<file path="src/hdl/chanlink_pkg.sv">
package chanlink_pkg;

	////////////////////////////////////////////////////////////
	// Widths and frame layout
	////////////////////////////////////////////////////////////
	localparam int SAMPLE_W  = 12;
	localparam int WORD_W    = 16;
	localparam int CRC_W     = 15;
	localparam int L1A_CNT_W = 24;
	localparam int OCC_W     = 5;
	localparam int SEQ_W     = 7;

	localparam int HDR_WORDS    = 4;
	localparam int DATA_WORDS   = 96;
	localparam int TRL_WORDS    = 4;
	localparam int SERIAL_FIRST = 72;   // L1A phase window
	localparam int SERIAL_LAST  = 77;

	localparam int EVT_DEPTH = 512;
	localparam int L1A_DEPTH = 8;
	localparam int EVT_CNT_W = $clog2(EVT_DEPTH + 1);

	// Slot numbers where the sequencer changes phase
	localparam logic [SEQ_W-1:0] SEQ_HDR_LAST  = SEQ_W'(HDR_WORDS - 1);
	localparam logic [SEQ_W-1:0] SEQ_DATA_LAST = SEQ_W'(DATA_WORDS - 1);
	localparam logic [SEQ_W-1:0] SEQ_TRL_FIRST = SEQ_W'(DATA_WORDS);
	localparam logic [SEQ_W-1:0] SEQ_TRL_LAST  = SEQ_W'(DATA_WORDS + TRL_WORDS - 1);

	localparam logic [WORD_W-1:0] HDR_MARK0 = 16'hc4b4;
	localparam logic [WORD_W-1:0] HDR_MARK1 = 16'hc5b5;
	localparam logic [WORD_W-1:0] TRL_MARK0 = 16'h700C;
	localparam logic [WORD_W-1:0] TRL_MARK1 = 16'h7FFF;
	localparam logic [3:0]        TRL_STAT_NIBBLE = 4'h7;

	////////////////////////////////////////////////////////////
	// Types
	////////////////////////////////////////////////////////////
	typedef logic [WORD_W-1:0]   word_t;
	typedef logic [SAMPLE_W-1:0] sample_t;
	typedef logic [CRC_W-1:0]    crc_t;

	typedef struct packed {
		logic       mlt_ovlp;
		logic       ovlp;
		logic [3:0] ocnt;       // Not used by the framer
		sample_t    sample;
	} evt_word_t;

	typedef struct packed {
		logic                 phase;
		logic [L1A_CNT_W-1:0] num;
	} l1a_info_t;

	typedef struct packed {
		logic             valid;
		logic             hdr;
		logic [SEQ_W-1:0] seq;
		logic             last;
	} frame_slot_t;

	// One CRC-15 update over 13 data bits
	function automatic crc_t crc15_step(input logic [SAMPLE_W:0] d, input crc_t c);
		crc_t n;
		n[0] = d[0] ^ c[2];
		for (int k = 1; k <= 12; k++) begin
			n[k] = d[k-1] ^ d[k] ^ c[k+1] ^ c[k+2];
		end
		n[13] = d[12] ^ c[14] ^ c[0];
		n[14] = c[1];
		return n;
	endfunction

endpackage

</file>
<file path="src/hdl/frame_builder.sv">
`timescale 1ns/1ps

module frame_builder
	import chanlink_pkg::*;
(
	input  logic        RCLK,
	input  logic        RST_RESYNC,
	input  frame_slot_t slot_i,
	input  evt_word_t   evt_head_i,
	input  l1a_info_t   l1a_head_i,
	input  logic        l1a_push_i,
	input  logic        warn_i,
	output word_t       dout_o,
	output logic        dvalid_o,
	output logic        last_wrd_o,
	output logic        ovlp_mux_o,
	output logic        mlt_ovlp_o
);

	logic             in_data;
	logic             is_data;
	logic             serial;
	word_t            data_word;
	word_t            hdr_word;
	word_t            trl_word;
	word_t            next_word;
	crc_t             crc_q;
	logic [OCC_W-1:0] occ_q;

	assign in_data = !slot_i.hdr && (slot_i.seq < SEQ_TRL_FIRST);
	assign is_data = slot_i.valid && in_data;

	// L1A phase rides in a fixed window of data slots
	assign serial = (slot_i.seq >= SEQ_W'(SERIAL_FIRST)) &&
			(slot_i.seq <= SEQ_W'(SERIAL_LAST)) && l1a_head_i.phase;

	assign data_word = {1'b0, ~evt_head_i.ovlp, serial, 1'b0, evt_head_i.sample};

	////////////////////////////////////////////////////////////
	// Header and trailer words
	////////////////////////////////////////////////////////////
	always_comb begin
		case (slot_i.seq[1:0])
			2'd0:    hdr_word = HDR_MARK0;
			2'd1:    hdr_word = {4'h0, l1a_head_i.num[11:0]};
			2'd2:    hdr_word = {4'h0, l1a_head_i.num[23:12]};
			default: hdr_word = HDR_MARK1;
		endcase
	end

	always_comb begin
		case (slot_i.seq)
			SEQ_TRL_FIRST:              trl_word = {1'b0, crc_q};
			SEQ_TRL_FIRST + SEQ_W'(1):  trl_word = TRL_MARK0;
			SEQ_TRL_FIRST + SEQ_W'(2):  trl_word = {TRL_STAT_NIBBLE, l1a_head_i.num[5:0],
								occ_q, warn_i};
			default:                    trl_word = TRL_MARK1;
		endcase
	end

	assign next_word = slot_i.hdr ? hdr_word : (in_data ? data_word : trl_word);

	////////////////////////////////////////////////////////////
	// Output stage
	////////////////////////////////////////////////////////////
	always_ff @(posedge RCLK or posedge RST_RESYNC) begin
		if (RST_RESYNC) begin
			dvalid_o   <= 1'b0;
			last_wrd_o <= 1'b0;
			ovlp_mux_o <= 1'b0;
			mlt_ovlp_o <= 1'b0;
		end else begin
			dvalid_o   <= slot_i.valid;
			last_wrd_o <= slot_i.valid && slot_i.last;
			ovlp_mux_o <= is_data && evt_head_i.ovlp;      // Zero outside data
			mlt_ovlp_o <= is_data && evt_head_i.mlt_ovlp;
		end
	end

	always_ff @(posedge RCLK) begin
		if (slot_i.valid) begin
			dout_o <= next_word;
		end
	end

	// CRC restarts each header, one step per sample
	always_ff @(posedge RCLK) begin
		if (slot_i.valid && slot_i.hdr) begin
			crc_q <= '0;
		end else if (is_data) begin
			crc_q <= crc15_step({1'b0, evt_head_i.sample}, crc_q);
		end
	end

	// Outstanding L1A records
	always_ff @(posedge RCLK or posedge RST_RESYNC) begin
		if (RST_RESYNC) begin
			occ_q <= '0;
		end else if (l1a_push_i && !last_wrd_o) begin
			occ_q <= occ_q + OCC_W'(1);
		end else if (last_wrd_o && !l1a_push_i) begin
			occ_q <= occ_q - OCC_W'(1);
		end
	end

	a_occ_no_overflow : assert property (
		@(posedge RCLK) disable iff (RST_RESYNC)
		(l1a_push_i && !last_wrd_o) |-> (occ_q != '1)
	) else $error("L1A occupancy overflow");

	a_occ_no_underflow : assert property (
		@(posedge RCLK) disable iff (RST_RESYNC)
		(last_wrd_o && !l1a_push_i) |-> (occ_q != '0)
	) else $error("frame closed with no L1A outstanding");

endmodule

</file>
<file path="config.mk">
export PLATFORM = sky130hd
export DESIGN_NAME = frame_builder
export DESIGN_NICKNAME = d
export VERILOG_FILES = /design/src/hdl/chanlink_pkg.sv /design/src/hdl/frame_builder.sv
export SDC_FILE = /design/constraint.sdc
export NUM_CORES = 1
export LEC_CHECK = 0
export BUFFER_PORTS_ARGS = -buffer_cell sky130_fd_sc_hd__buf_2
export CORE_UTILIZATION = 46
export CTS_BUF_LIST = sky130_fd_sc_hd__clkbuf_4 sky130_fd_sc_hd__clkbuf_8
export DETAILED_ROUTE_END_ITERATION = 8
export PLACE_DENSITY = 0.77
export SYNTH_ARGS = -nofsm -noshare
export SYNTH_HDL_FRONTEND = slang
export SYNTH_SLANG_ARGS = --single-unit
export TNS_END_PERCENT = 100
</file>
<file path="constraint.sdc">
create_clock -name RCLK -period 1.4 [get_ports RCLK]
set_input_delay 0.28 -clock RCLK [delete_from_list [all_inputs] [get_ports RCLK]]
set_output_delay 0.28 -clock RCLK [all_outputs]
set_load 0.01 [all_outputs]
</file>
==> out/results.tsv, run 1 <==
metric	value	unit
status	finished, violations left	
violated checks	negative setup slack	
Worst slew margin	66.55	%
final core occ	66.85	%
synthesized area	0.002308	mm2
Worst Reg-to-Reg Cells	8	
post-synthesis sequential area ratio	43.58	%
Tmin final	1.562	ns
Final ANT Viol Nets	0	
drt total wl	6.250	mm
share of cells above drive strength 1	43.87	%
Rows	25	
M2 GR Usage	39.56	%
Final Instance Area	0.003199	mm2
pin count of the biggest net entering global routing	31	
Mapped Cells	231	
drt wl/cell	15.90	um
R2R Path Start	last_wrd_o	
worst skew pair latency	0.30	ns
FF+latch count, synth	40	
Peak supply drop	582.5	uV
area share of fa/ha/maj cells after synthesis	5.203	%
Clock Sinks	40	
pre-CTS setup slack	-0.3474	ns
post-route DRC violation count	0	
Synth Net Count	297	
DR pass1 iterations	5	
Power, Total	4.203	mW
Max Freq	640.1	MHz
initial antenna violation count	0	
GR peak layer	met2	
placed cell count	382	
Max Slew Vio Count	0	
Worst Setup Slack, final	-0.1624	ns
critical path arrival	1.75	ns
fin cells	393	
nets@finish	391	
worst hold path class	input port to register	
r2r endpoint	occ_q[3]	
CTS tree	done	
CP Launch Type	register	
Die X	72.84	um
clock root cell	clkbuf_8	
CTS max path bufs	2	
CP Class	register to register	
RSZ-0062 raised after global routing	yes	
Die ar.	0.005306	mm2
CP Capture Type	register	
worst slew pin tran	0.5005	ns
Port Buf Inserts	72	
area share of the largest cell type after synthesis	20.81	%
Max Cap Viol	0	
GP Congestion	0.8390	
placed cell areas	0.003017	mm2
drt via density	5.641	
fin crit share	111.6	%
Yosys top cell by area	edfxtp_1	
Finish-stage setup viols	4	
compound-cell area share of the yosys netlist	22.38	%
Ys Warns	0	
R2R setup slack	-0.16	ns
first-pass GRT wire length	9.818	mm
Fin. Hold Viols	0	
hold_sp	evt_head_i[17]	
diodes inserted	0	
core area	0.004786	mm2
Final HPWL DP	4.853	mm
DR iter-0 viols	149	
met1 global-route usage	33.45	%
area share of xor/xnor cells in the synthesized design	11.00	%
Avg Inst Size Synth	9.993	um2
CTS Buf Count	5	
leakage dissipation	1.355	nW
initial core utilization	48.24	%
Distinct cells, synth	36	
Worst Path Required	1.59	ns
remaining global-route overflow	0	
synth top area cells	edfxtp_1, dfxtp_1, dfrtp_1	
simple-gate share of the synthesized area	10.19	%
total track usage	24.76	%
Clock transition at path regs	0.08	ns
htree depth	2	
Setup Skew	0.005609	ns
met3 usage in global routing	5.249	%
routed vias	2217	
main combinational cell family by area after synthesis	compound AO/OA/AOI/OAI gates	
Pwr per Cell Area	1314	mW/mm2
TNS Setup	-0.4615	ns
mux contribution to synthesized area	0.4878	%
P&R area growth vs syn	38.59	%
# IOs	77	
Die H	72.84	um
crit-path max FO	5	
worst hold path depth	3	
Hold Crit Endpoint	mlt_ovlp_o	
Hold WS	0.1869	ns
vias in the first global route	2007	
## how the worst max path moves through the flow
stage	from	end	slack, ns	depth (start not counted)
after floorplan	last_wrd_o	occ_q[1]	-0.17	5
after global placement	slot_i[2]	dout_o[2]	-0.31	7
after detailed placement	slot_i[2]	dout_o[2]	-0.35	7
after CTS	last_wrd_o	occ_q[4]	-0.19	8
after global routing	last_wrd_o	occ_q[3]	-0.24	8
final	last_wrd_o	occ_q[3]	-0.16	8
## cell type report
class	instances	area [um2]
clock buffer	5	68.82
multi-input combinational	166	1336
sequential	40	1007
fill	373	1587
tap	67	83.83
clock inverter	3	13.76
timing repair buffer	101	620.6
inverter	11	68.82
## flip-flops by register name (all words and copies together), names as in the netlist
register and count:
crc_q 15, dout_o 16, dvalid_o 1, last_wrd_o 1
mlt_ovlp_o 1, occ_q 5, ovlp_mux_o 1
## power by group
group / total [mW] / internal [mW] / switching [mW]
Clock: 0.741 / 0.338 / 0.403
Sequential: 1.83 / 1.51 / 0.320
Combinational: 1.64 / 0.889 / 0.747
Total: 4.20 / 2.73 / 1.47
## synth_stat cells
cell type        n
o22ai_1         13
xor2_1           4
a21o_1           1
or2b_2           1
edfxtp_1        16
dlymetal6s2s_1   1
and3_1           2
nor3_1           1
ha_1             8
inv_1           11
dfrtp_1          9
a22oi_1          8
nand4_1          1
buf_4            1
dfxtp_1         15
clkbuf_1         3
clkbuf_2         1
buf_2            2
o32ai_1          3
a21oi_1          9
o21bai_1         2
and4bb_2         1
nor4b_1          1
clkbuf_8         4
o311ai_4         1
nand2_1         15
and2_2           1
xnor2_1         25
nand3_1         17
mux2_2           1
and2_1           1
buf_6            2
nor2_1           7
o21ai_0         30
a221oi_1        12
fa_1             1
## critical path: stages (launching register included)
cell     delay [ns]
dfrtp_1        0.40
inv_2          0.07
ha_4           0.15
inv_8          0.05
ha_4           0.23
a21o_1         0.16
a21oi_2        0.15
xor2_1         0.18
o21ai_1        0.07
## kinds of logic after synthesis
family                   Yosys count
multiplexers                       1
AND/OR/NAND/NOR                   48
flip-flops                        40
adder cells (fa/ha/maj)            9
buffers and inverters             25
AO/OA/AOI/OAI                     79
XOR/XNOR                          29
## metal layers
metal  routed length, um  part of all wire (%)
met1                2727                    44
met2                2998                    48
met3                 416                   6.7
met4                 108                   1.7
met5                   0                     0
## cells in the final DEF, fill, tap and decap left out, drive strengths merged, types with 2 or more instances in the layout
cell    instances
nand2          15
a22oi           8
buf            99
and3            2
clkbuf          6
ha              8
nand3          17
o21bai          2
inv            11
nor2            7
edfxtp         16
a21oi           9
o22ai          13
clkinv          3
and2            2
xor2            4
dfrtp           9
a221oi         12
o32ai           3
xnor2          25
dfxtp          15
o21ai          30
## timing repair
action                     4_1_cts  5_1_grt
hold endpoints to repair         9        0
setup endpoints to repair       12       17
buffers inserted                 1        1
hold buffers                     1        0
resized for setup                6       11
pin swaps                        6        5
Power figures use the tool's default switching activity.
==> run 2: changes to the inputs <==
==> constraint.sdc (replaced) <==
create_clock -name RCLK -period 1.4 [get_ports RCLK]
set_input_delay 0.14 -clock RCLK [delete_from_list [all_inputs] [get_ports RCLK]]
set_output_delay 0.14 -clock RCLK [all_outputs]
set_load 0.01 [all_outputs]
==> run 2 against run 1 <==
Net effect:
- the run still ends with negative setup slack left
- total power rose by 1.7%
- combinational power increased by 3%
- clock-buffer cell count grew 2
- fmax is 3.9% lower
- critical path depth did not move
- critical path type unchanged
- largest cell class unchanged
==> out/results.tsv, run 2 (same netlist as run 1, synthesis figures left out) <==
metric	value	unit
status	finished, violations left	
violated checks	negative setup slack	
CTS max path bufs	2	
CP Capture Type	register	
Worst slew margin	69.64	%
routed vias	2155	
CTS Buf Count	5	
remaining global-route overflow	0	
initial core utilization	48.24	%
Clock Sinks	40	
Max Freq	615.3	MHz
hold_sp	evt_head_i[17]	
Worst Setup Slack, final	-0.2253	ns
Die H	72.84	um
worst skew pair latency	0.29	ns
Top reg by flops	dout_o	
crit-path cells	inv_1 > ha_2 > inv_4 > fa_2 > nand3_4 > and3_4 > o21bai_4 > xnor2_1	
Worst Path Required	1.58	ns
fin crit share	116.1	%
post-route DRC violation count	0	
Final HPWL DP	4.774	mm
CP Class	register to register	
Fin. Hold Viols	0	
Final ANT Viol Nets	0	
Worst path max stage delay	0.38	ns
drt via density	5.526	
# fillers	415	
total track usage	24.16	%
DR pass1 iterations	5	
drt total wl	6.067	mm
Port Buf Inserts	72	
first-pass GRT wire length	9.646	mm
Setup Skew	0.006347	ns
core area	0.004786	mm2
drt wl/cell	15.56	um
most common cell after layout, fill and taps aside	buf_2	
Peak supply drop	739.4	uV
post-CTS setup buffer count	0	
pin count of the biggest net entering global routing	31	
Die ar.	0.005306	mm2
fin cells	390	
R2R Path Start	last_wrd_o	
worst hold path depth	3	
vias in the first global route	2059	
r2r endpoint	occ_q[4]	
R2R setup slack	-0.23	ns
Max Cap Viol	0	
CP Launch Type	register	
Rows	25	
RSZ-0062 raised after global routing	yes	
share of cells above drive strength 1	40.25	%
htree depth	2	
clock root cell	clkbuf_8	
# IOs	77	
max reg flops	16	
GP Congestion	0.8710	
Max Slew Vio Count	0	
Finish-stage setup viols	4	
Pwr per Cell Area	1409	mW/mm2
P&R area growth vs syn	31.49	%
Tmin final	1.625	ns
DR iter-0 viols	214	
Worst Reg-to-Reg Cells	8	
Clock transition at path regs	0.08	ns
Die X	72.84	um
diodes inserted	0	
CTS tree	done	
most frequent cells in the layout	buf_2, o21ai_0, buf_4	
Hold Crit Endpoint	mlt_ovlp_o	
CP max-delay cell	dfrtp_1	
crit-path max FO	5	
initial antenna violation count	0	
Top Registers	dout_o: 16 flops, crc_q: 15 flops, occ_q: 5 flops	
leakage dissipation	1.276	nW
placed cell count	381	
nets@finish	388	
critical path arrival	1.81	ns
worst slew pin tran	0.4542	ns
worst hold path class	input port to register	
Power, Total	4.276	mW
-- run 2: cell count changes in the layout (fill, tap and decap cells not counted), moves of 3 or more --
cell	before	now
a221oi_1	1	12
a221oi_2	11	0
buf_12	3	0
ha_2	0	3
ha_4	7	3
inv_1	7	10
-- run 2: per-layer routing --
layer,routed length [um],global-route usage (%),part of all wire [%],up-vias
li1,-,-,-,1036
met1,2574,31.75,42,1001
met2,2913,38.84,48,109
met3,499,6.492,8.2,9
met4,80,7.625,1.3,0
met5,0,0,0,-
-- run 2: worst max-delay path by stage --
stage                           from         to  depth (start not counted)
after floorplan           last_wrd_o   occ_q[1]                          5
after global placement     slot_i[1]  dout_o[1]                          6
after detailed placement  last_wrd_o   occ_q[4]                          8
after CTS                 last_wrd_o   occ_q[4]                          8
after global routing      last_wrd_o   occ_q[4]                          8
final                     last_wrd_o   occ_q[4]                          8
-- run 2: timing repair --
action,in CTS,in global routing
endpoints found under the hold margin,9,0
gates resized for setup,6,12
pin swaps,8,9
hold buffers,1,0
endpoints found under the setup margin,4,9
-- run 2: worst max-delay path: cells and delay by family (launching register included) --
kind	cells	cell delay (ns)
AOI/OAI and AO/OA	1	0.05
and+or+nand+nor	2	0.28
adders and majority gates	2	0.56
DFF	1	0.38
buffers and inverters	2	0.13
xor gates and xnor gates	1	0.12
-- run 2: report_power, final --
group          leakage [nW]  internal, mW  switching [mW]
combinational         0.838         0.911           0.780
clock                0.0493         0.394           0.388
sequential            0.389          1.51           0.293
total                  1.28          2.81            1.46
-- run 2: stage by stage --
step | hold slack [ns] | worst slack, ns | TNS (ns) | cell area, um2 | utilization (%)
after floorplan | -0.03208 | -0.1655 | -0.4824 | 2356 | -
after global placement | 0.1198 | -0.1730 | -2.334 | 2864 | 59.84
after detailed placement | 0.1293 | -0.2316 | -3.032 | 2864 | 59.84
after CTS | 0.04240 | -0.2113 | -0.6041 | 2984 | 62.35
after global routing | 0.03405 | -0.3045 | -0.9910 | 3035 | 63.42
final | 0.04520 | -0.2253 | -0.6336 | 3035 | 63.42
-- run 2: layout make-up --
type / count / area [um2] / area share (%)
Multi-Input combinational cell: 166 / 1249 / 41.14
Sequential cell: 40 / 1008 / 33.22
Timing Repair Buffer: 98 / 558.0 / 18.38
Clock buffer: 7 / 83.83 / 2.762
Tap cell: 67 / 83.83 / 2.762
Inverter: 11 / 43.79 / 1.443
Clock inverter: 1 / 8.758 / 0.2885
