$ cat config.mk
export PLATFORM = sky130hd
export DESIGN_NAME = sync_fifo
export DESIGN_NICKNAME = d
export VERILOG_FILES = /design/src/hdl/sync_fifo.sv
export SDC_FILE = /design/constraint.sdc
export NUM_CORES = 1
export LEC_CHECK = 0
export BUFFER_PORTS_ARGS = -buffer_cell sky130_fd_sc_hd__buf_2
export CAP_MARGIN = 20
export CORE_MARGIN = 1
export CORE_UTILIZATION = 40
export DETAILED_ROUTE_END_ITERATION = 12
export GPL_TIMING_DRIVEN = 0
export PLACE_DENSITY = 0.58
export SLEW_MARGIN = 15
export SYNTH_ARGS = -nofsm -noshare
export SYNTH_HDL_FRONTEND = slang
export SYNTH_SLANG_ARGS = --single-unit
export TNS_END_PERCENT = 1
$ cat constraint.sdc
create_clock -name RCLK -period 1.68 [get_ports RCLK]
set_input_delay 0.336 -clock RCLK [delete_from_list [all_inputs] [get_ports RCLK]]
set_output_delay 0.336 -clock RCLK [all_outputs]
set_load 0.005 [all_outputs]
$ cat src/hdl/sync_fifo.sv
`timescale 1ns/1ps

module sync_fifo #(
	parameter type T     = logic [7:0],
	parameter int  DEPTH = 16              // Power of two
) (
	input  logic                       RCLK,
	input  logic                       RST_RESYNC,
	input  logic                       push_i,
	input  T                           wdata_i,
	input  logic                       pop_i,
	output T                           head_o,
	output logic                       empty_o,
	output logic [$clog2(DEPTH+1)-1:0] count_o
);

	T mem [DEPTH];

	logic [$clog2(DEPTH)-1:0] wr_ptr;
	logic [$clog2(DEPTH)-1:0] rd_ptr;
	logic                     full;

	assign full    = (count_o == $bits(count_o)'(DEPTH));
	assign empty_o = (count_o == '0);
	assign head_o  = mem[rd_ptr];   // Show-ahead

	always_ff @(posedge RCLK) begin
		if (push_i) begin
			mem[wr_ptr] <= wdata_i;
		end
	end

	always_ff @(posedge RCLK or posedge RST_RESYNC) begin
		if (RST_RESYNC) begin
			wr_ptr  <= '0;
			rd_ptr  <= '0;
			count_o <= '0;
		end else begin
			if (push_i) begin
				wr_ptr <= wr_ptr + 1'b1;   // Wraps at DEPTH
			end
			if (pop_i) begin
				rd_ptr <= rd_ptr + 1'b1;
			end
			case ({push_i, pop_i})
				2'b10:   count_o <= count_o + 1'b1;
				2'b01:   count_o <= count_o - 1'b1;
				default: count_o <= count_o;
			endcase
		end
	end

	////////////////////////////////////////////////////////////
	// Usage checks
	////////////////////////////////////////////////////////////
	a_no_overflow : assert property (
		@(posedge RCLK) disable iff (RST_RESYNC) push_i |-> !full
	) else $error("push into full FIFO");

	a_no_underflow : assert property (
		@(posedge RCLK) disable iff (RST_RESYNC) pop_i |-> !empty_o
	) else $error("pop from empty FIFO");

endmodule

==> impl_results.md, run 1 <==
* Synth area leaders: edfxtp_1 (67%), mux4_2 (7.8%), dfrtp_1 (5.7%)
* Yosys warns at 0
* DP Worst Slack at -0.6041 ns
* Total power after layout at 11.88 mW
* Worst R2R End: count_o[4]
* H-tree depth at 4
* Post-Route WL at 11,590 um
* R2R setup slack at 0.04 ns
* Die ar. at 14,870 um2
* Synth async-reset ratio at 0.09220
* Net Count, Synth at 310
* Residual DRC at 0
* Largest net degree at the start of global routing at 17
* Port buffer count at 24
* Setup TNS at -6.062 ns
* Netlist cell types at 36
* Main synth FF type: edfxtp_1
* Peak VDD IR at 822.1 uV
* Routability cong. at 0.6818
* CTS tree: done
* Fraction of layout cells with a size suffix above 1 at 0.3636
* Drt wl/cell at 21.79 um
* Leakage at 2.350 nW
* Longest Clk Path Bufs at 2
* Die Span X at 121.9 um
* Final WS setup at -0.7485 ns
* Rel. slew slack at 0.5730
* Critical path class: flip-flop to primary output
* Vias in the first global route at 2,978
* Final hold slack at 0.1971 ns
* Starting Density at 0.4129
* First-pass DRT Iterations at 4
* Post-DP HPWL at 7133 um
* Seq cells post-synth at 141
* Max Fclk at 411.8 MHz
* Dpl cells at 493
* R2r startpoint: count_o[1]
* # setup viols final at 9
* RSZ-0062 raised after global routing: true
* Power per cell area at 1738 nW/um2
* CP max FO at 7
* Crit path arrival time at 2.09 ns
* Area growth syn-to-layout at 18.74%
* Fillcell total at 1,139
* Die Span Y at 121.9 um
* Root buffer cell: clkbuf_16
* Cell taking the most area after synthesis: edfxtp_1
* Count leader, synth: edfxtp_1
* Worst skew pair latency at 0.42 ns
* Post-Syn Area per Cell at 19.91 um2
* Sink Count at 141
* Core ar. at 13,930 um2
* Status: complete, but fails checks
* Crit end category: primary output
* Total gr overflow at 0
* Worst Reg-to-Reg Cells at 7
* Antenna-violating nets left at 0
* Via count at 2,803
* Fin. Hold Viols at 0
* Clk_skew at 0.005082 ns
* Mean number of vias per cell at 5.269
* Global-route wire length before repair at 17,720 um
* Min cycle time layout at 2.429 ns
* Layout Cells excl Fill at 532
* CTS buffer count at 17
* Synthesized area at 5754 um2
* Hold Path Class: primary input to flip-flop
* Critical path endpoint: head_o[6]
* Startpoint Class: flip-flop
* Slew @ Worst Pin at 0.6398 ns
* Layout net count at 362
* Ports at 26
* Register area share after synthesis at 0.7245
* Commonest cells post-synth: edfxtp_1 (128), mux4_2 (20), and2_1 (17)
* Site row count at 43
* Max Slew Vio Count at 0
* DRT iter0 DRCs at 208
* Fin crit share at 1.446
* Violated checks: setup timing
* Worst endpoint required time at 1.34 ns
* Mapped Cells at 289
* Antenna violations before repair at 0
* Crit path launch: rd_ptr[0]
* Post-synth top area share at 0.6680
* Post-synth EDFFs at 128
* Max Cap Violations at 0
* Clock Pin Slew Worst Setup and Hold Paths at 0.05 ns
* Total GRT Usage at 0.1755
* Diodes inserted at 0
[how the worst min path moves through the flow]
stage,from,to,slack [ns],cells past startpoint
6_report,push_i,wr_ptr[0],0.20,2
5_1_grt,push_i,wr_ptr[0],0.20,2
4_1_cts,push_i,wr_ptr[0],0.18,2
3_5_place_dp,RST_RESYNC,count_o[2],0.40,2
3_3_place_gp,RST_RESYNC,count_o[2],0.39,2
2_1_floorplan,RST_RESYNC,count_o[0],0.21,1
[power breakdown]
group / switching [mW] / internal [mW]
logic: 1.91 / 1.97
clock network: 1.32 / 2.13
registers: 0.242 / 4.30
[per-stage QoR]
| step | instance area (um2) | util |
|---|---|---|
| final | 6833 | 0.4903 |
| after CTS | 6800 | 0.4880 |
| after global placement | 6096 | 0.4375 |
| after global routing | 6833 | 0.4903 |
| after floorplan | 5751 | - |
| after detailed placement | 6096 | 0.4375 |
[cell type report]
cell class,instances,area (um2),area share
clock inverter,11,102.6,0.01502
buffer,14,153.9,0.02252
sequential,141,4169,0.6101
inverter,6,22.52,0.003296
timing repair buffer,33,219.0,0.03205
tap,180,225.2,0.03296
multi-input combinational,128,1508,0.2207
clock buffer,19,432.9,0.06336
[cell usage in the layout (no fill, tap or decap), types with 2 or more instances in the layout]
cell type and n:
mux4_1 3, dfrtp_1 13, inv_1 6, a22oi_1 6, edfxtp_1 128, buf_6 3, ha_1 8, clkinv_2 4
clkbuf_2 2, clkdlybuf4s25_2 3, nor2_1 3, mux2_2 2, a21oi_1 2, buf_4 6, nand4_1 3, nand2_1 13
clkbuf_16 17, and2_1 5, a22oi_2 10, bufinv_16 2, o21ai_0 2, buf_12 5, clkbuf_1 2, buf_2 26
xor2_1 5, mux4_2 29, clkinv_1 4, and2_2 12, xnor2_1 6
[critical path, stage by stage (launching register included)]
cell	delay (ns)
dfrtp_1	0.36
buf_6	0.16
buf_12	0.13
buf_12	0.12
mux4_2	0.50
a22oi_2	0.21
nand2_1	0.07
buf_2	0.13
[kinds of logic (layout without fill, tap and decap cells)]
kind of cell,after synthesis,in the layout,synth area share
buf+inv,20,83,0.02414
mux,34,34,0.1370
fa+ha+maj,9,9,0.01957
flops,141,141,0.7245
simple gates,49,49,0.04784
compound gates,25,25,0.03022
xor+xnor,11,11,0.01674
[per-layer routing]
metal / global-route usage / up-vias / routed length [um]
li1: - / 1270 / -
met1: 0.2232 / 1451 / 5161
met2: 0.2800 / 61 / 5798
met3: 0.05337 / 21 / 438
met4: 0.07176 / 0 / 192
met5: 0 / - / 0
[what timing repair did]
action	CTS	global route
gates resized for setup	26	12
setup buffers	8	0
hold buffers	1	0
hold endpoints to repair	13	0
gates cloned	0	0
pin swaps	4	4
endpoints found under the setup margin	58	90
[state kept, by name (all words and copies together), names as in the netlist]
register,cells
count_o,5
wr_ptr,4
rd_ptr,4
mem,128
(Power assumes the default switching activity.)
==> run 2, diff against run 1 <==
Settings changed: CORE_UTILIZATION 40 to 55, PLACE_DENSITY 0.58 to 0.77.
==> run 2 against run 1 <==
The run still ends with setup timing left. Total power grew 1.4%. Sequential share of layout area grew 0.35 points. First-iteration DRC count shrank 11%. Largest cell class unchanged. Highest routed layer unchanged.
==> impl_results.md, run 2 (same netlist as run 1, synthesis figures left out) <==
* Design Area, Final at 6794 um2
* Clock Pin Slew Worst Setup and Hold Paths at 0.06 ns
* Startpoint Class: flip-flop
* Sink Count at 141
* CP max FO at 7
* Die Span X at 104.3 um
* Die Span Y at 104.3 um
* Setup TNS at -6.874 ns
* Crit path arrival time at 2.18 ns
* Clk_skew at 0.008432 ns
* Crit end category: primary output
* GR peak layer: met2
* Layout net count at 359
* Max Cap Violations at 0
* Largest register by flop count: mem
* Via count at 2,891
* Violated checks: setup timing
* Starting Density at 0.5781
* Top Registers: mem (128), count_o (5)
* First-pass DRT Iterations at 4
* Area growth syn-to-layout at 18.07%
* Longest Clk Path Bufs at 2
* R2R setup slack at 0.08 ns
* Worst endpoint required time at 1.34 ns
* Slew @ Worst Pin at 0.5658 ns
* Met1 Use GR at 0.2726
* Fraction of layout cells with a size suffix above 1 at 0.3533
* Final hold slack at 0.1047 ns
* Rel. slew slack at 0.6224
* Fin crit share at 1.495
* Die ar. at 10,880 um2
* Global-route wire length before repair at 16,850 um
* DRT iter0 DRCs at 186
* Critical path class: flip-flop to primary output
* # setup viols final at 9
* Post-DP HPWL at 6736 um
* CTS tree: done
* Antenna violations before repair at 0
* Max Fclk at 398.2 MHz
* H-tree depth at 4
* Status: complete, but fails checks
* Largest net degree at the start of global routing at 17
* Antenna-violating nets left at 0
* Leading cell types in the layout, fill and taps excluded: edfxtp_1 (128), mux4_2 (29), buf_2 (26)
* Mean number of vias per cell at 5.973
* CTS buffer count at 17
* Commonest non-fill, non-tap cell in the layout: edfxtp_1
* Met2 usage in global routing at 0.3576
* Met3 Use GR at 0.06203
* Diodes inserted at 0
* Drt wl/cell at 22.54 um
* Total gr overflow at 0
* Power per cell area at 1774 nW/um2
* Site row count at 36
* Port buffer count at 24
* Residual DRC at 0
* Total power after layout at 12.05 mW
* Max FFs per register at 128
* Vias in the first global route at 3,024
* Final WS setup at -0.8310 ns
* Total GRT Usage at 0.2176
* Hold Path Class: primary input to flip-flop
* Peak VDD IR at 867.3 uV
* Core ar. at 9955 um2
* Fin. Hold Viols at 0
* Routability cong. at 0.7499
* Post-Route WL at 10,910 um
* Root buffer cell: clkbuf_8
* RSZ-0062 raised after global routing: true
* Worst skew pair latency at 0.52 ns
* Ports at 26
* Max Slew Vio Count at 0
* Leakage at 2.353 nW
* Min cycle time layout at 2.511 ns
* Placed cell area at 6037 um2
## run 2: path summary, 6_finish.rpt
path	start	to	cells past startpoint
min in group asynchronous	RST_RESYNC	count_o[2]	3
max reg2reg	count_o[1]	count_o[4]	6
max in group asynchronous	RST_RESYNC	wr_ptr[2]	3
min reg2reg	count_o[4]	count_o[4]	1
max	rd_ptr[0]	head_o[7]	6
min	push_i	wr_ptr[0]	2
## run 2: repair_timing
| item | CTS | global route |
|---|---|---|
| hold buffers | 1 | 0 |
| setup buffers | 1 | 3 |
| cloned | 0 | 1 |
| setup endpoints to repair | 17 | 56 |
| resized for setup | 14 | 13 |
| pin swaps | 1 | 5 |
| endpoints found under the hold margin | 13 | 0 |
## run 2: routing by layer
metal,routed length [um],share of wire
met2,5768,0.53
met3,725,0.066
met4,184,0.017
met5,0,0
met1,4228,0.39
## run 2: metrics by stage
step,cells,setup WS (ns),util
finish,484,-0.8310,0.6825
global route,484,-0.9033,0.6825
CTS,480,-0.8918,0.6747
detailed placement,446,-0.5716,0.6065
global placement,446,-0.5472,0.6065
floorplan,289,-0.02414,-
## run 2: area by class of cell
| type | count | area, um2 |
|---|---|---|
| Clock inverter | 14 | 191.4 |
| Tap cell | 133 | 166.4 |
| Inverter | 6 | 22.52 |
| Buffer | 14 | 153.9 |
| Clock buffer | 18 | 417.9 |
| Multi-Input combinational cell | 128 | 1488 |
| Sequential cell | 141 | 4169 |
| Timing Repair Buffer | 30 | 185.2 |
| Fill cell | 617 | 3161 |
## run 2: power breakdown
| group | switching [mW] | leakage [nW] | total, mW | internal [mW] |
|---|---|---|---|---|
| clock network | 1.40 | 0.289 | 3.81 | 2.41 |
| logic | 1.82 | 0.755 | 3.69 | 1.87 |
| registers | 0.243 | 1.31 | 4.55 | 4.30 |
| total | 3.46 | 2.35 | 12.0 | 8.59 |
## run 2: critical path, cell delays in order (launching register included)
cell	delay (ns)
dfrtp_1	0.36
buf_6	0.18
buf_12	0.14
mux4_2	0.51
a22oi_2	0.23
nand2_1	0.09
buf_2	0.13
==> run 3, diff against run 2 <==
Settings changed: ABC_AREA set to 1.
==> run 3 against run 2 <==
The flow still finishes with violations (setup timing). Non-clock buffer count increased by 12. Maximum frequency increased by 7.6%. Worst hold slack improved by 0.013 ns. Die area increased by 3.6%. Sequential cell count unchanged. Final area increased by 4.6%. Routed wire length increased by 25%. First-iteration DRC count increased to 2.5 times the previous value. Area after synthesis increased by 3.7%. Clock power decreased by 8.1%. Clock skew decreased by 0.0010 ns. Largest power group is now combinational cells. Highest routed layer unchanged.
==> impl_results.md, run 3 <==
* # setup viols final at 9
* Peak VDD IR at 1127 uV
* Diodes inserted at 0
* Clk_skew at 0.007395 ns
* Count leader, synth: edfxtp_1
* Antenna violations before repair at 0
* Fin util at 0.6822
* Power per cell area at 1820 nW/um2
* Commonest non-fill, non-tap cell in the layout: edfxtp_1
* RSZ-0062 raised after global routing: true
* Crit path arrival time at 2.00 ns
* Post-Route WL at 13,630 um
* Design Area, Final at 7106 um2
* Internal at 8.156 mW
* Net Sw Power at 4.776 mW
* Startpoint Class: flip-flop
* CTS tree: done
* Synthesized area at 5968 um2
* Total gr overflow at 0
* Post-synth EDFFs at 128
* Mapped Cells at 515
* Status: complete, but fails checks
* Fillcell total at 702
* Vias in the first global route at 4,013
* Port buffer count at 24
* CTS buffer count at 17
* Largest net degree at the start of global routing at 17
* Residual DRC at 0
* Max FFs per register at 128
* Area growth syn-to-layout at 19.06%
* Placed cell area at 6261 um2
* Cell taking the most area after synthesis: edfxtp_1
* Fraction of layout cells with a size suffix above 1 at 0.2370
* Critical path class: flip-flop to primary output
* Fin. Hold Viols at 0
* Synth area leaders: edfxtp_1 (64%), nor2_1 (6.2%), dfrtp_1 (5.5%)
* Clock share of power at 0.271
* Drt wl/cell at 19.09 um
* Largest register by flop count: mem
* Crit end category: primary output
* Post-DP HPWL at 8837 um
* Top Registers: mem (128), count_o (5)
* Seq cells post-synth at 141
* Die Span X at 106.2 um
* CP max FO at 10
* Max Fclk at 428.7 MHz
* Final hold slack at 0.1175 ns
* Main synth FF type: edfxtp_1
* Ports at 26
* Site row count at 37
* Layout net count at 586
* Post-synth top area share at 0.6440
* Total GRT Usage at 0.2613
* Routability cong. at 0.9516
* H-tree depth at 4
* Min cycle time layout at 2.333 ns
* Sink Count at 141
* Rel. slew slack at 0.6163
* Global-route wire length before repair at 21,420 um
* Starting Density at 0.5730
* Core ar. at 10,420 um2
* Leakage at 2.677 nW
* DP Worst Slack at -0.2199 ns
* Fin crit share at 1.389
* Final WS setup at -0.6528 ns
* Via count at 4,093
* Synth async-reset ratio at 0.09220
* Register area share after synthesis at 0.6985
* Die Span Y at 106.2 um
* Worst skew pair latency at 0.52 ns
* Worst endpoint required time at 1.34 ns
* DRT iter0 DRCs at 473
* Combinational power share at 0.377
* Leading cell types in the layout, fill and taps excluded: edfxtp_1 (128), nor2_1 (71), nand2_1 (59)
* Netlist cell types at 24
* Sw Share at 0.3693
* Antenna-violating nets left at 0
* Yosys warns at 0
* Commonest cells post-synth: edfxtp_1 (128), nor2_1 (98), nand2_1 (61)
* Slew @ Worst Pin at 0.5748 ns
* Max Slew Vio Count at 0
* Net Count, Synth at 536
* Max Cap Violations at 0
* Mean number of vias per cell at 5.732
* Post-Syn Area per Cell at 11.59 um2
* Violated checks: setup timing
* Register share of total power at 0.352
* Clock Pin Slew Worst Setup and Hold Paths at 0.06 ns
* Hold Path Class: primary input to flip-flop
* Die ar. at 11,270 um2
* Root buffer cell: clkbuf_8
* Longest Clk Path Bufs at 2
* First-pass DRT Iterations at 6
run 3: changes by cell type in the layout (fill, tap and decap cells not counted), sizes merged, moves of 5 or more:
cell | previous run | this run
clkbuf | 23 | 17
buf | 35 | 55
a22oi | 16 | 0
nor2 | 4 | 98
nand2 | 13 | 61
o21ai | 2 | 46
inv | 8 | 43
o211ai | 0 | 22
mux4 | 32 | 0
and2 | 17 | 0
xnor2 | 6 | 1
nand3 | 1 | 53
run 3: worst paths after layout:
path                            start         end  slack, ns  depth (start not counted)
max                         rd_ptr[0]   head_o[0]      -0.65                          8
min                            push_i   wr_ptr[0]       0.12                          2
max reg2reg                 wr_ptr[0]   mem[7][2]          0                          3
max in group asynchronous  RST_RESYNC   wr_ptr[0]       0.88                          3
min in group asynchronous  RST_RESYNC   wr_ptr[3]       0.42                          3
min reg2reg                count_o[4]  count_o[4]       0.56                          2
run 3: metrics by stage:
step	setup TNS, ns	std cells	power [mW]
5_1_grt	-9.035	714	13.53
6_report	-5.021	714	12.93
2_1_floorplan	0	515	7.271
4_1_cts	-4.798	713	12.56
3_3_place_gp	-4.109	675	8.497
3_5_place_dp	-9.735	675	8.656
run 3: cell type report:
type | instances | area, um2 | share of cell area
buffer | 25 | 191.4 | 0.02694
clock buffer | 17 | 414.1 | 0.05828
clock inverter | 15 | 148.9 | 0.02095
inverter | 43 | 166.4 | 0.02342
multi-input combinational | 306 | 1663 | 0.2340
sequential | 141 | 4169 | 0.5867
tap | 136 | 170.2 | 0.02395
timing repair buffer | 31 | 182.7 | 0.02571
run 3: power groups by stage:
stage / logic, mW / registers [mW] / clock network (mW)
6_report: 4.88 / 4.55 / 3.50
5_1_grt: 5.27 / 4.60 / 3.67
4_1_cts: 4.50 / 4.53 / 3.52
3_5_place_dp: 4.07 / 4.59 / 0
3_3_place_gp: 3.93 / 4.56 / 0
2_1_floorplan: 2.73 / 4.55 / 0
run 3: timing repair:
item,CTS,global route
hold buffers,1,0
setup buffers,3,1
endpoints found under the setup margin,129,113
gates resized for setup,58,42
endpoints found under the hold margin,13,0
pin swaps,9,13
cloned,2,0
run 3: per-layer routing:
| metal | vias up | track usage | wire length [um] |
|---|---|---|---|
| li1 | 1889 | - | - |
| met1 | 1922 | 0.3434 | 5387 |
| met2 | 232 | 0.4184 | 6624 |
| met3 | 50 | 0.05334 | 1162 |
| met4 | 0 | 0.1250 | 457 |
| met5 | - | 0 | 0 |
run 3: logic make-up (layout without fill, tap and decap cells):
group,Yosys count,after routing,share of synthesized area
AOI/OAI and AO/OA,72,72,0.07002
xor gates and xnor gates,8,8,0.01174
adders and majority gates,9,9,0.01887
buffers and inverters,68,131,0.05094
DFF,141,141,0.6985
and+or+nand+nor,217,217,0.1499
run 3: critical path: stages, from the launching register on:
cell and delay, ns:
dfrtp_1 0.42, buf_6 0.16, inv_4 0.05, buf_4 0.18, o21ai_2 0.19, nand3_1 0.09, nand3_1 0.17, nand2_1 0.07
buf_2 0.13
