==> config.mk <==
export PLATFORM = sky130hd
export DESIGN_NAME = frame_sequencer
export DESIGN_NICKNAME = d
export VERILOG_FILES = /design/src/hdl/chanlink_pkg.sv /design/src/hdl/frame_sequencer.sv
export SDC_FILE = /design/constraint.sdc
export NUM_CORES = 1
export LEC_CHECK = 0
export ABC_CLOCK_PERIOD_IN_PS = 2100
export BUFFER_PORTS_ARGS = -buffer_cell sky130_fd_sc_hd__buf_4
export CAP_MARGIN = 20
export CORE_MARGIN = 2
export CORE_UTILIZATION = 45
export DETAILED_ROUTE_END_ITERATION = 8
export GPL_ROUTABILITY_DRIVEN = 1
export GPL_TIMING_DRIVEN = 0
export PLACE_DENSITY = 0.78
export REMOVE_ABC_BUFFERS = 1
export SYNTH_ARGS = -nofsm -noshare
export SYNTH_HDL_FRONTEND = slang
export SYNTH_SLANG_ARGS = --single-unit
export TNS_END_PERCENT = 30
==> constraint.sdc <==
create_clock -name RCLK -period 2.1 [get_ports RCLK]
set_input_delay 0.105 -clock RCLK [delete_from_list [all_inputs] [get_ports RCLK]]
set_output_delay 0.105 -clock RCLK [all_outputs]
set_load 0.05 [all_outputs]
==> src/hdl/chanlink_pkg.sv <==
package chanlink_pkg;

	////////////////////////////////////////////////////////////
	// Widths and frame layout
	////////////////////////////////////////////////////////////
	localparam int SAMPLE_W  = 12;
	localparam int WORD_W    = 16;
	localparam int CRC_W     = 15;
	localparam int L1A_CNT_W = 24;
	localparam int OCC_W     = 5;
	localparam int SEQ_W     = 7;

	localparam int HDR_WORDS    = 4;
	localparam int DATA_WORDS   = 96;
	localparam int TRL_WORDS    = 4;
	localparam int SERIAL_FIRST = 72;   // L1A phase window
	localparam int SERIAL_LAST  = 77;

	localparam int EVT_DEPTH = 512;
	localparam int L1A_DEPTH = 8;
	localparam int EVT_CNT_W = $clog2(EVT_DEPTH + 1);

	// Slot numbers where the sequencer changes phase
	localparam logic [SEQ_W-1:0] SEQ_HDR_LAST  = SEQ_W'(HDR_WORDS - 1);
	localparam logic [SEQ_W-1:0] SEQ_DATA_LAST = SEQ_W'(DATA_WORDS - 1);
	localparam logic [SEQ_W-1:0] SEQ_TRL_FIRST = SEQ_W'(DATA_WORDS);
	localparam logic [SEQ_W-1:0] SEQ_TRL_LAST  = SEQ_W'(DATA_WORDS + TRL_WORDS - 1);

	localparam logic [WORD_W-1:0] HDR_MARK0 = 16'hc4b4;
	localparam logic [WORD_W-1:0] HDR_MARK1 = 16'hc5b5;
	localparam logic [WORD_W-1:0] TRL_MARK0 = 16'h700C;
	localparam logic [WORD_W-1:0] TRL_MARK1 = 16'h7FFF;
	localparam logic [3:0]        TRL_STAT_NIBBLE = 4'h7;

	////////////////////////////////////////////////////////////
	// Types
	////////////////////////////////////////////////////////////
	typedef logic [WORD_W-1:0]   word_t;
	typedef logic [SAMPLE_W-1:0] sample_t;
	typedef logic [CRC_W-1:0]    crc_t;

	typedef struct packed {
		logic       mlt_ovlp;
		logic       ovlp;
		logic [3:0] ocnt;       // Not used by the framer
		sample_t    sample;
	} evt_word_t;

	typedef struct packed {
		logic                 phase;
		logic [L1A_CNT_W-1:0] num;
	} l1a_info_t;

	typedef struct packed {
		logic             valid;
		logic             hdr;
		logic [SEQ_W-1:0] seq;
		logic             last;
	} frame_slot_t;

	// One CRC-15 update over 13 data bits
	function automatic crc_t crc15_step(input logic [SAMPLE_W:0] d, input crc_t c);
		crc_t n;
		n[0] = d[0] ^ c[2];
		for (int k = 1; k <= 12; k++) begin
			n[k] = d[k-1] ^ d[k] ^ c[k+1] ^ c[k+2];
		end
		n[13] = d[12] ^ c[14] ^ c[0];
		n[14] = c[1];
		return n;
	endfunction

endpackage

==> src/hdl/frame_sequencer.sv <==
`timescale 1ns/1ps

module frame_sequencer
	import chanlink_pkg::*;
(
	input  logic                 RCLK,
	input  logic                 RST_RESYNC,
	input  logic                 l1a_empty_i,
	input  logic [EVT_CNT_W-1:0] evt_count_i,
	output logic                 evt_pop_o,
	output logic                 l1a_pop_o,
	output frame_slot_t          slot_o
);

	typedef enum logic [2:0] {
		S_IDLE,
		S_HDR,
		S_DATA,
		S_TRL,
		S_GAP
	} state_t;

	state_t           state_q;
	logic [SEQ_W-1:0] seq_q;
	logic             start;

	// Whole event and its trigger record stored
	assign start = !l1a_empty_i && (evt_count_i >= EVT_CNT_W'(DATA_WORDS));

	always_ff @(posedge RCLK or posedge RST_RESYNC) begin
		if (RST_RESYNC) begin
			state_q <= S_IDLE;
			seq_q   <= '0;
		end else begin
			case (state_q)
				S_IDLE: begin
					seq_q <= '0;
					if (start) begin
						state_q <= S_HDR;
					end
				end
				S_HDR: begin
					if (seq_q == SEQ_HDR_LAST) begin
						state_q <= S_DATA;
						seq_q   <= '0;     // Data restarts at 0
					end else begin
						seq_q <= seq_q + 1'b1;
					end
				end
				S_DATA: begin
					seq_q <= seq_q + 1'b1;  // Runs on into trailer numbers
					if (seq_q == SEQ_DATA_LAST) begin
						state_q <= S_TRL;
					end
				end
				S_TRL: begin
					if (seq_q == SEQ_TRL_LAST) begin
						state_q <= S_GAP;
						seq_q   <= '0;
					end else begin
						seq_q <= seq_q + 1'b1;
					end
				end
				default: begin
					state_q <= S_IDLE;    // One dead cycle between frames
					seq_q   <= '0;
				end
			endcase
		end
	end

	assign slot_o.valid = (state_q == S_HDR) || (state_q == S_DATA) || (state_q == S_TRL);
	assign slot_o.hdr   = (state_q == S_HDR);
	assign slot_o.seq   = seq_q;
	assign slot_o.last  = (state_q == S_TRL) && (seq_q == SEQ_TRL_LAST);

	assign evt_pop_o = (state_q == S_DATA);
	assign l1a_pop_o = slot_o.last;       // Record freed with the final word

	////////////////////////////////////////////////////////////
	// Protocol checks against the FIFO levels
	////////////////////////////////////////////////////////////
	a_evt_not_empty : assert property (
		@(posedge RCLK) disable iff (RST_RESYNC) evt_pop_o |-> (evt_count_i != '0)
	) else $error("event FIFO popped while empty");

	a_l1a_held : assert property (
		@(posedge RCLK) disable iff (RST_RESYNC) slot_o.valid |-> !l1a_empty_i
	) else $error("frame running without an L1A record");

endmodule

==> qor.txt, run 1 <==
Rows -> 13
RSZ-0062 raised after global routing -> no
Crit path max-delay family -> simple AND/OR/NAND/NOR gates
DIE AREA -> 1634 µm²
yosys warns -> 0
hold path cells -> 3
largest net degree at the start of global routing -> 12
worst path bufs/invs -> 1
largest area contributor in the synthesized netlist -> dfrtp_1
Post-DRT Antenna Nets -> 0
Setup CP Type -> flop to output port
Worst Max-Slew Pin Slew -> 0.5832 ns
Max-slew headroom -> 61.04%
top_reg_cell synth -> dfrtp_1
Vias -> 531
global-route wire length before repair -> 1959 µm
Max IR drop VDD -> 369.0 µV
drt drc -> 0
top post-synthesis cells by count -> dfrtp_1, inv_1, o21ai_0
setup bufs post-CTS -> 0
max-cap viol count -> 0
# clock sinks -> 10
initial antenna violation count -> 0
mapped cell area -> 596.8 µm²
Clock Path Buffers -> 2
total CTS buffers -> 3
Post-synth ARST share -> 100.0%
Final Non-Filler Cells -> 95
Setup crit end kind -> output port
drt pass-1 iters -> 4
Max H-tree Level -> 1
FF-to-FF path depth -> 4
share of layout cells above drive strength 1 -> 37.50%
vias in the first global route -> 489
fin. max-slew vios -> 0
Core Box Area -> 1269 µm²
final setup margin -> 0.1128 ns
PD cells -> 488.1 nW/µm²
Slowest-stage cell, CP -> or4b_4
1st-iter DRT viols -> 7
clk_skew -> 0.0009670 ns
Final nets -> 95
Setup violations, final -> 0
initial core utilization -> 47.04%
Worst Path Max Fanout -> 5
GRT overflow -> 0
post-synth cell types -> 28
cells after synthesis -> 59
CTS tree -> done
clock latency on the worst-skew pair -> 0.27 ns
critical path depth -> 4
Synth top area share -> 41.93%
Die Y-Extent -> 40.42 µm
Yosys reg bits -> 10
Cells after DPL -> 90
most numerous cell in the Yosys netlist -> dfrtp_1
sequential-to-total area share from yosys stat -> 41.93%
gr usage total -> 18.60%
Critical Path Start Type -> flop
Avg Inst Size Synth -> 10.12 µm²
Die W -> 40.42 µm
crit share post-route -> 94.63%
Required @ worst endpoint -> 2.00 ns
clk slew on worst S/H paths -> 0.06 ns
DP Wirelength -> 994.6 µm
Max Freq -> 503.2 MHz
Hold Path Class -> input pin to flop
Arr. time, crit path -> 1.88 ns
CP max stage delay -> 0.52 ns
DRT Wirelength -> 1316 µm
number of synthesized flops with an enable pin -> 0
Area Overhead vs Synth -> 31.03%
gpl congestion -> 0.7354
clock root buffer -> clkbuf_4
Via density -> 5.589
cell breakdown of the critical path -> ha_2, or4b_4, nor3_2, buf_4
# port buffers -> 19
Fin. Hold Viols -> 0
crit path time final -> 1.987 ns
WL/cell -> 13.85 µm
Antenna Cells -> 0
status -> completed
synth top area cells -> dfrtp_1, nand4b_4, buf_6, o21ai_0, or3_1
Ports -> 25
leakage power -> 0.0003238 µW
Placement Setup Slack -> 0.2754 ns
## worst paths after layout
path	startpoint	end	slack (ns)
setup / recovery	seq_q[0]$_DFF_PP0_	l1a_pop_o	0.11
hold / removal	evt_count_i[9]	state_q[0]$_DFFE_PP0P_	0.12
setup reg to reg	seq_q[0]$_DFF_PP0_	seq_q[1]$_DFF_PP0_	0.46
hold reg to reg	seq_q[0]$_DFF_PP0_	seq_q[0]$_DFF_PP0_	0.52
max in group asynchronous	RST_RESYNC	state_q[1]$_DFFE_PP0P_	1.47
min in group asynchronous	RST_RESYNC	seq_q[3]$_DFF_PP0_	0.37
## sequential cells by signal, summed over array words and instances (netlist names)
name and cells:
seq_q 7, state_q 3
## final cells by class
| class | instances | area, µm² |
|---|---|---|
| Tap cell | 15 | 18.77 |
| Sequential cell | 10 | 250.2 |
| Fill cell | 117 | 486.7 |
| Timing Repair Buffer | 20 | 152.6 |
| Multi-Input combinational cell | 42 | 309.0 |
| Inverter | 4 | 15.01 |
| Clock buffer | 4 | 36.28 |
## placed cells by master, fill, tap and decap left out
cell type / Yosys / layout
a211o_1: 1 / 1
a211oi_1: 2 / 2
a21oi_2: 2 / 2
a31oi_2: 1 / 1
and4b_1: 1 / 1
buf_4: 1 / 19
clkbuf_4: 0 / 3
clkbuf_8: 0 / 1
dfrtp_1: 10 / 10
dlygate4sd3_1: 0 / 1
ha_2: 0 / 1
inv_1: 4 / 4
nand2_1: 3 / 3
nand2b_1: 1 / 1
nand3_1: 3 / 3
nand3b_1: 1 / 1
nand4_1: 2 / 2
nand4b_4: 1 / 1
nor2_1: 3 / 3
nor3_1: 3 / 2
nor3_2: 0 / 1
nor3b_1: 2 / 2
nor4_1: 1 / 1
o211ai_1: 1 / 1
o21ai_0: 4 / 4
o21bai_1: 1 / 1
or3_1: 3 / 3
or4_1: 1 / 1
or4b_4: 1 / 1
xnor2_1: 1 / 1
xor2_1: 2 / 2
## power by group
group / total [µW] / leakage, µW / internal, µW / switching [µW]
clock: 173 / 0.0000210 / 105 / 68.1
sequential: 193 / 0.000115 / 193 / 0
combinational: 15.7 / 0.000188 / 10.1 / 5.64
total: 382 / 0.000324 / 308 / 73.7
## what timing repair did
item / in CTS / in global routing
gates resized for setup: 1 / 1
endpoints found under the setup margin: 2 / 2
hold buffers: 1 / 0
cloned: 0 / 0
endpoints found under the hold margin: 10 / 0
## per-layer routing
metal / share of wire, % / global-route usage [%] / wire, µm
met2: 54 / 34.92 / 707
met4: 1.2 / 7.500 / 16
met3: 6.8 / 5.000 / 90
met5: 0 / 0 / 0
met1: 38 / 18.98 / 501
## metrics by stage
stage | total power (µW) | TNS [ns] | hold WS (ns) | util [%] | area (µm²)
2_1_floorplan | 200.0 | -3.103 | -0.05482 | - | 566.8
3_3_place_gp | 210.6 | 0 | 0.1097 | 57.40 | 728.2
3_5_place_dp | 211.0 | 0 | 0.1086 | 57.40 | 728.2
4_1_cts | 385.3 | 0 | 0.1169 | 61.44 | 779.5
5_1_grt | 395.1 | 0 | 0.1513 | 61.64 | 782.0
6_report | 381.7 | 0 | 0.1167 | 61.64 | 782.0
## cells by family after synthesis
kind of cell / after synthesis / share of synthesized area, %
XOR/XNOR: 3 / 4.403
AND/OR/NAND/NOR: 26 / 29.14
buffers and inverters: 7 / 7.547
flip-flops: 10 / 41.93
AO/OA/AOI/OAI: 12 / 14.89
adder cells (fa/ha/maj): 1 / 2.096
## tightest hold or removal path, stage by stage
cell and delay, ns:
buf_4 0.08, o21ai_0 0.07, o211ai_1 0.09
No activity file was read; power rests on OpenSTA's default activity.
==> run 2, diff against run 1 <==
--- a/config.mk
+++ b/config.mk
@@ -6,13 +6,13 @@
 export NUM_CORES = 1
 export LEC_CHECK = 0
-export ABC_CLOCK_PERIOD_IN_PS = 2100
+export ABC_CLOCK_PERIOD_IN_PS = 1700
 export BUFFER_PORTS_ARGS = -buffer_cell sky130_fd_sc_hd__buf_4
 export CAP_MARGIN = 20
 export CORE_MARGIN = 2
-export CORE_UTILIZATION = 45
+export CORE_UTILIZATION = 40
 export DETAILED_ROUTE_END_ITERATION = 8
 export GPL_ROUTABILITY_DRIVEN = 1
 export GPL_TIMING_DRIVEN = 0
-export PLACE_DENSITY = 0.78
+export PLACE_DENSITY = 0.73
 export REMOVE_ABC_BUFFERS = 1
 export SYNTH_ARGS = -nofsm -noshare
==> constraint.sdc (replaced) <==
create_clock -name RCLK -period 1.7 [get_ports RCLK]
set_input_delay 0.255 -clock RCLK [delete_from_list [all_inputs] [get_ports RCLK]]
set_output_delay 0.255 -clock RCLK [all_outputs]
set_load 0.05 [all_outputs]
==> run 2 against run 1 <==
Against the previous run: the flow now finishes with violations (negative setup slack); total power grew 11%; critical endpoint is now slot_o[0]; clock-buffer cell count shrank 1; hold slack gained 0.14 ns; clock power shrank 3%; sequential power grew 23%; non-clock buffer count grew 5; utilization grew 0.36 points.
==> qor.txt, run 2 (same netlist as run 1, synthesis figures left out) <==
Core Box Area -> 1350 µm² (+6.4%)
drt pass-1 iters -> 4 (unchanged)
Setup violations, final -> 3 (+3)
max reg flops -> 7 (unchanged)
final core utilization -> 62.00% (+0.36 points)
initial antenna violation count -> 0 (unchanged)
cell breakdown of the critical path -> ha_4, or4b_4, nor3_4, buf_6
sequential standard cell area -> 250.2 µm² (unchanged)
max-cap viol count -> 0 (unchanged)
drt drc -> 0 (unchanged)
Max-slew headroom -> 61.49% (+0.45 points)
PD cells -> 508.3 nW/µm² (+4.1%)
Rows -> 13 (unchanged)
Area Overhead vs Synth -> 40.25%
1st-iter DRT viols -> 4 (-3)
gr usage total -> 18.26% (-0.34 points)
Vias -> 577 (+8.7%)
RSZ-0062 raised after global routing -> yes
Worst Path Max Fanout -> 2 (-3)
Antenna Cells -> 0 (unchanged)
met2 WL -> 677 µm (-4.2%)
largest registers -> seq_q (7), state_q (3)
initial core utilization -> 44.21% (-2.8 points)
total CTS buffers -> 3 (unchanged)
Critical Path Start Type -> flop
fin. max-slew vios -> 0 (unchanged)
crit path time final -> 1.920 ns
Die W -> 42.63 µm (+5.5%)
Via density -> 5.828 (+4.3%)
Clock Path Buffers -> 2 (unchanged)
worst hold slack -> 0.2584 ns (+0.1416 ns)
Setup CP Type -> flop to output port
crit share post-route -> 113.0%
Top Metal Used -> met4
WL/cell -> 14.33 µm (+3.5%)
Ports -> 25 (unchanged)
DP Wirelength -> 934.7 µm (-6.0%)
Post-DRT Antenna Nets -> 0 (unchanged)
Slowest-stage cell, CP -> or4b_4
min-delay src -> evt_count_i[9]
Max Freq -> 520.8 MHz
most frequent cells in the layout -> buf_4, dfrtp_1, inv_1, o21ai_0
clock latency on the worst-skew pair -> 0.27 ns (about the same)
# port buffers -> 19 (unchanged)
Hold Path Class -> input pin to flop
violated checks -> negative setup slack
Cells after DPL -> 90 (unchanged)
clk slew on worst S/H paths -> 0.06 ns (about the same)
area of the multi-input gates -> 332.8 µm² (+7.7%)
# clock sinks -> 10 (unchanged)
largest net degree at the start of global routing -> 12 (unchanged)
clk_skew -> 0.0009950 ns (+0.00002795 ns)
Final nets -> 100 (+5.3%)
Fin. Hold Viols -> 0 (unchanged)
CP max stage delay -> 0.48 ns (-0.04 ns)
Worst Max-Slew Pin Slew -> 0.5764 ns (-0.006763 ns)
DIE AREA -> 1817 µm² (+11%)
global-route wire length before repair -> 2435 µm (+24%)
Max H-tree Level -> 1 (unchanged)
DRT Wirelength -> 1419 µm (+7.8%)
clock root buffer -> clkbuf_4
Final Non-Filler Cells -> 99 (+4.2%)
Required @ worst endpoint -> 1.44 ns (-0.56 ns)
most common cell after layout, fill and taps aside -> buf_4
status -> finished with violations
GRT overflow -> 0 (unchanged)
R2R Path Start -> seq_q[1]$_DFF_PP0_
Die Y-Extent -> 42.63 µm (+5.5%)
WL met1 -> 603 µm (+20%)
leakage power -> 0.0003602 µW (+11%)
gpl congestion -> 0.6937 (-5.7%)
Setup crit end kind -> output port
Fillers -> 119 (+1.7%)
CTS tree -> done
Max IR drop VDD -> 327.5 µV (-11%)
Most flops, register -> seq_q
share of layout cells above drive strength 1 -> 40.48% (+3.0 points)
Worst Setup SP -> seq_q[1]$_DFF_PP0_
Placement Setup Slack -> -0.2546 ns (-0.5300 ns)
met3 WL -> 100 µm (+11%)
vias in the first global route -> 513 (+4.9%)
R2R Setup Slk -> 0.08 ns (-0.38 ns)
Arr. time, crit path -> 1.67 ns (-0.21 ns)
final setup margin -> -0.2203 ns (-0.3331 ns)
[run 2: cell types whose count changed in the layout (fill, tap and decap cells not counted), sizes merged]
cell    delta
clkbuf     -1
buf        +5
[run 2: final timing paths]
check	end	cells past startpoint
worst max-delay path	slot_o[0]	4
worst min-delay path	state_q[0]$_DFFE_PP0P_	3
worst max register to register	seq_q[6]$_DFF_PP0_	5
worst min register to register	state_q[1]$_DFFE_PP0P_	1
max in group asynchronous	state_q[1]$_DFFE_PP0P_	3
min in group asynchronous	seq_q[5]$_DFF_PP0_	3
[run 2: what timing repair did]
action	4_1_cts	5_1_grt
gates resized for setup	6	1
hold buffers	1	0
setup endpoints to repair	3	8
endpoints found under the hold margin	10	0
buffers inserted	5	0
pin swaps	2	0
[run 2: power by group]
group	total [µW]	switching [µW]	internal, µW
registers	238	0	238
logic	19.6	7.15	12.4
clock network	168	85.9	82.2
total	426	93.1	332
[run 2: final cells by class]
| cell class | instances | area share, % |
|---|---|---|
| repair buffers | 25 | 23.62 |
| multi-input cells | 42 | 39.76 |
| clock buffers | 3 | 2.691 |
| inverters | 4 | 1.794 |
| well taps | 15 | 2.242 |
| flip-flops and latches | 10 | 29.90 |
[run 2: metal layers]
layer | up-vias | global-route usage, %
met4 | 0 | 11.25
met2 | 29 | 27.58
met3 | 7 | 4.310
met5 | - | 0
met1 | 273 | 23.14
li1 | 268 | -
[run 2: metrics by stage]
stage	TNS [ns]	total power [µW]	area, µm²
final	-0.6069	425.5	837.1
after global routing	-0.8485	441.3	837.1
after CTS	-0.6008	425.5	829.5
after detailed placement	-0.5089	260.6	728.2
after global placement	-0.4483	260.2	728.2
after floorplan	-5.425	247.1	566.8
[run 2: worst max-delay path: cells and delay by family, from the launching register on]
family / cells / cell delay [ns]
AND/OR/NAND/NOR: 2 / 0.65
flip-flops: 1 / 0.40
buffers and inverters: 1 / 0.18
adder cells (fa/ha/maj): 1 / 0.15
==> run 3, diff against run 2 <==
Settings changed: RECOVER_POWER set to 100.
==> run 3 against run 2 <==
Against the previous run: the flow still finishes with violations (negative setup slack); flip-flop and latch count unchanged; sequential share of layout area up 0.92 points; largest cell class unchanged; total power about the same; largest power group unchanged; clock-buffer cell count unchanged; combinational power about the same; utilization down 1.9 points; highest routed layer unchanged.
==> qor.txt, run 3 (same netlist as run 1, synthesis figures left out) <==
Critical Path Start Type -> flop
Ports -> 25 (unchanged)
R2R Setup Slk -> 0.08 ns (about the same)
DIE AREA -> 1817 µm² (unchanged)
Die Y-Extent -> 42.63 µm (unchanged)
Flop pwr share -> 55.9% (about the same)
Max H-tree Level -> 1 (unchanged)
area of the multi-input gates -> 332.8 µm² (unchanged)
Via density -> 5.737 (-1.6%)
Arr. time, crit path -> 1.66 ns (about the same)
most common cell after layout, fill and taps aside -> buf_4
Post-DRT Antenna Nets -> 0 (unchanged)
Final nets -> 100 (unchanged)
Setup violations, final -> 3 (unchanged)
worst path bufs/invs -> 1 (unchanged)
Most flops, register -> seq_q
drt drc -> 0 (unchanged)
DP Wirelength -> 934.7 µm (unchanged)
Slowest-stage cell, CP -> or4b_4
FF-to-FF path depth -> 5 (unchanged)
vias in the first global route -> 513 (unchanged)
crit share post-route -> 112.8% (-0.15 points)
largest registers -> seq_q (7), state_q (3)
total CTS buffers -> 3 (unchanged)
Antenna Cells -> 0 (unchanged)
Rows -> 13 (unchanged)
setup tns final -> -0.6054 ns (+0.001446 ns)
hold path cells -> 3 (unchanged)
CTS tree -> done
RSZ-0062 raised after global routing -> yes
gpl congestion -> 0.6937 (unchanged)
WL/cell -> 14.17 µm (-1.1%)
# port buffers -> 19 (unchanged)
internal power -> 332.3 µW (about the same)
Worst Max-Slew Pin Slew -> 0.5816 ns (+0.005189 ns)
initial core utilization -> 44.21% (unchanged)
Setup CP Type -> flop to output port
global-route wire length before repair -> 2435 µm (unchanged)
Net Switching -> 92.85 µW (-0.22%)
Max IR drop VDD -> 328.5 µV (+0.30%)
Core Box Area -> 1350 µm² (unchanged)
status -> finished with violations
Comb power frac -> 4.6% (about the same)
cell breakdown of the critical path -> ha_4, or4b_4, nor3_4, buf_6
sequential standard cell area -> 250.2 µm² (unchanged)
CP max stage delay -> 0.48 ns (about the same)
clock latency on the worst-skew pair -> 0.27 ns (about the same)
max-cap viol count -> 0 (unchanged)
DRT Wirelength -> 1403 µm (-1.1%)
Required @ worst endpoint -> 1.44 ns (about the same)
Setup crit end kind -> output port
Max-slew headroom -> 61.14% (-0.35 points)
crit path time final -> 1.918 ns (-0.002530 ns)
Sw Ratio -> 21.84% (-0.031 points)
most frequent cells in the layout -> buf_4, dfrtp_1
# clock sinks -> 10 (unchanged)
Fin. Hold Viols -> 0 (unchanged)
PD cells -> 523.6 nW/µm² (+3.0%)
gr usage total -> 18.26% (unchanged)
clock root buffer -> clkbuf_4
GRT overflow -> 0 (unchanged)
violated checks -> negative setup slack
Crit path max-delay family -> simple AND/OR/NAND/NOR gates
leakage power -> 0.0003429 µW (-4.8%)
fin. max-slew vios -> 0 (unchanged)
max reg flops -> 7 (unchanged)
clk_skew -> 0.001623 ns (+0.0006281 ns)
Clock Path Buffers -> 2 (unchanged)
critical path depth -> 4 (unchanged)
Max Freq -> 521.4 MHz (+0.13%)
Hold Path Class -> input pin to flop
final core utilization -> 60.15% (-1.9 points)
Fillers -> 131 (+10%)
placed inst area -> 728.2 µm² (unchanged)
clk slew on worst S/H paths -> 0.06 ns (about the same)
largest net degree at the start of global routing -> 12 (unchanged)
drt pass-1 iters -> 4 (unchanged)
Area Overhead vs Synth -> 36.06%
fin area -> 812.0 µm² (-3.0%)
final setup margin -> -0.2178 ns (+0.002530 ns)
1st-iter DRT viols -> 4 (unchanged)
Worst Path Max Fanout -> 2 (unchanged)
Die W -> 42.63 µm (unchanged)
Vias -> 568 (-1.6%)
initial antenna violation count -> 0 (unchanged)
share of layout cells above drive strength 1 -> 35.71% (-4.8 points)
Clock power frac -> 39.5% (about the same)
==> run 3: changes by cell type in the layout (fill, tap and decap cells not counted) <==
| cell | previous run | this run |
|---|---|---|
| clkbuf_2 | 0 | 4 |
| buf_4 | 22 | 13 |
| clkbuf_1 | 0 | 4 |
| clkbuf_4 | 3 | 4 |
==> run 3: metal layers <==
layer | up-vias | track usage, % | share of wire [%]
li1 | 269 | - | -
met1 | 271 | 23.14 | 42
met2 | 23 | 27.58 | 49
met3 | 5 | 4.310 | 6.7
met4 | 0 | 11.25 | 2.1
met5 | - | 0 | 0
==> run 3: area by class of cell <==
| class | count | share of cell area [%] |
|---|---|---|
| Multi-Input combinational cell | 42 | 40.99 |
| Sequential cell | 10 | 30.82 |
| Timing Repair Buffer | 25 | 21.26 |
| Clock buffer | 3 | 2.773 |
| Tap cell | 15 | 2.311 |
| Inverter | 4 | 1.849 |
==> run 3: worst reg2reg max path, stage by stage, from the launching register on <==
cell and delay [ns]:
dfrtp_1 0.40, ha_4 0.15, or4b_4 0.48, buf_4 0.18, nand4b_4 0.16, a31oi_2 0.16
==> run 3: metrics by stage <==
step | hold WS [ns] | total power [µW] | worst slack [ns] | instances
finish | 0.2589 | 425.2 | -0.2178 | 99
global route | 0.3063 | 441.1 | -0.2878 | 99
CTS | 0.2663 | 425.5 | -0.2198 | 99
detailed placement | 0.2669 | 260.6 | -0.2546 | 90
global placement | 0.2612 | 260.2 | -0.2243 | 90
floorplan | 0.09518 | 247.1 | -2.101 | 56
==> run 3: path summary, 6_finish.rpt <==
kind,start,end
min reg2reg,state_q[2]$_DFFE_PP0P_,state_q[1]$_DFFE_PP0P_
min in group asynchronous,RST_RESYNC,seq_q[0]$_DFF_PP0_
max,seq_q[1]$_DFF_PP0_,slot_o[0]
max reg2reg,seq_q[1]$_DFF_PP0_,state_q[1]$_DFFE_PP0P_
max in group asynchronous,RST_RESYNC,state_q[1]$_DFFE_PP0P_
min,evt_count_i[9],state_q[0]$_DFFE_PP0P_
==> run 3: what timing repair did <==
item	in CTS	in global routing
endpoints found under the setup margin	3	8
resized for setup	6	1
pin swaps	2	0
hold endpoints to repair	10	0
hold buffers	1	0
buffers inserted	5	0
==> run 3: power by group through the flow <==
stage	combinational, µW	sequential (µW)	clock, µW
after global placement	17.9	242	0
final	19.5	238	168
after floorplan	4.70	242	0
after global routing	22.0	238	182
after detailed placement	18.2	242	0
after CTS	20.1	238	168
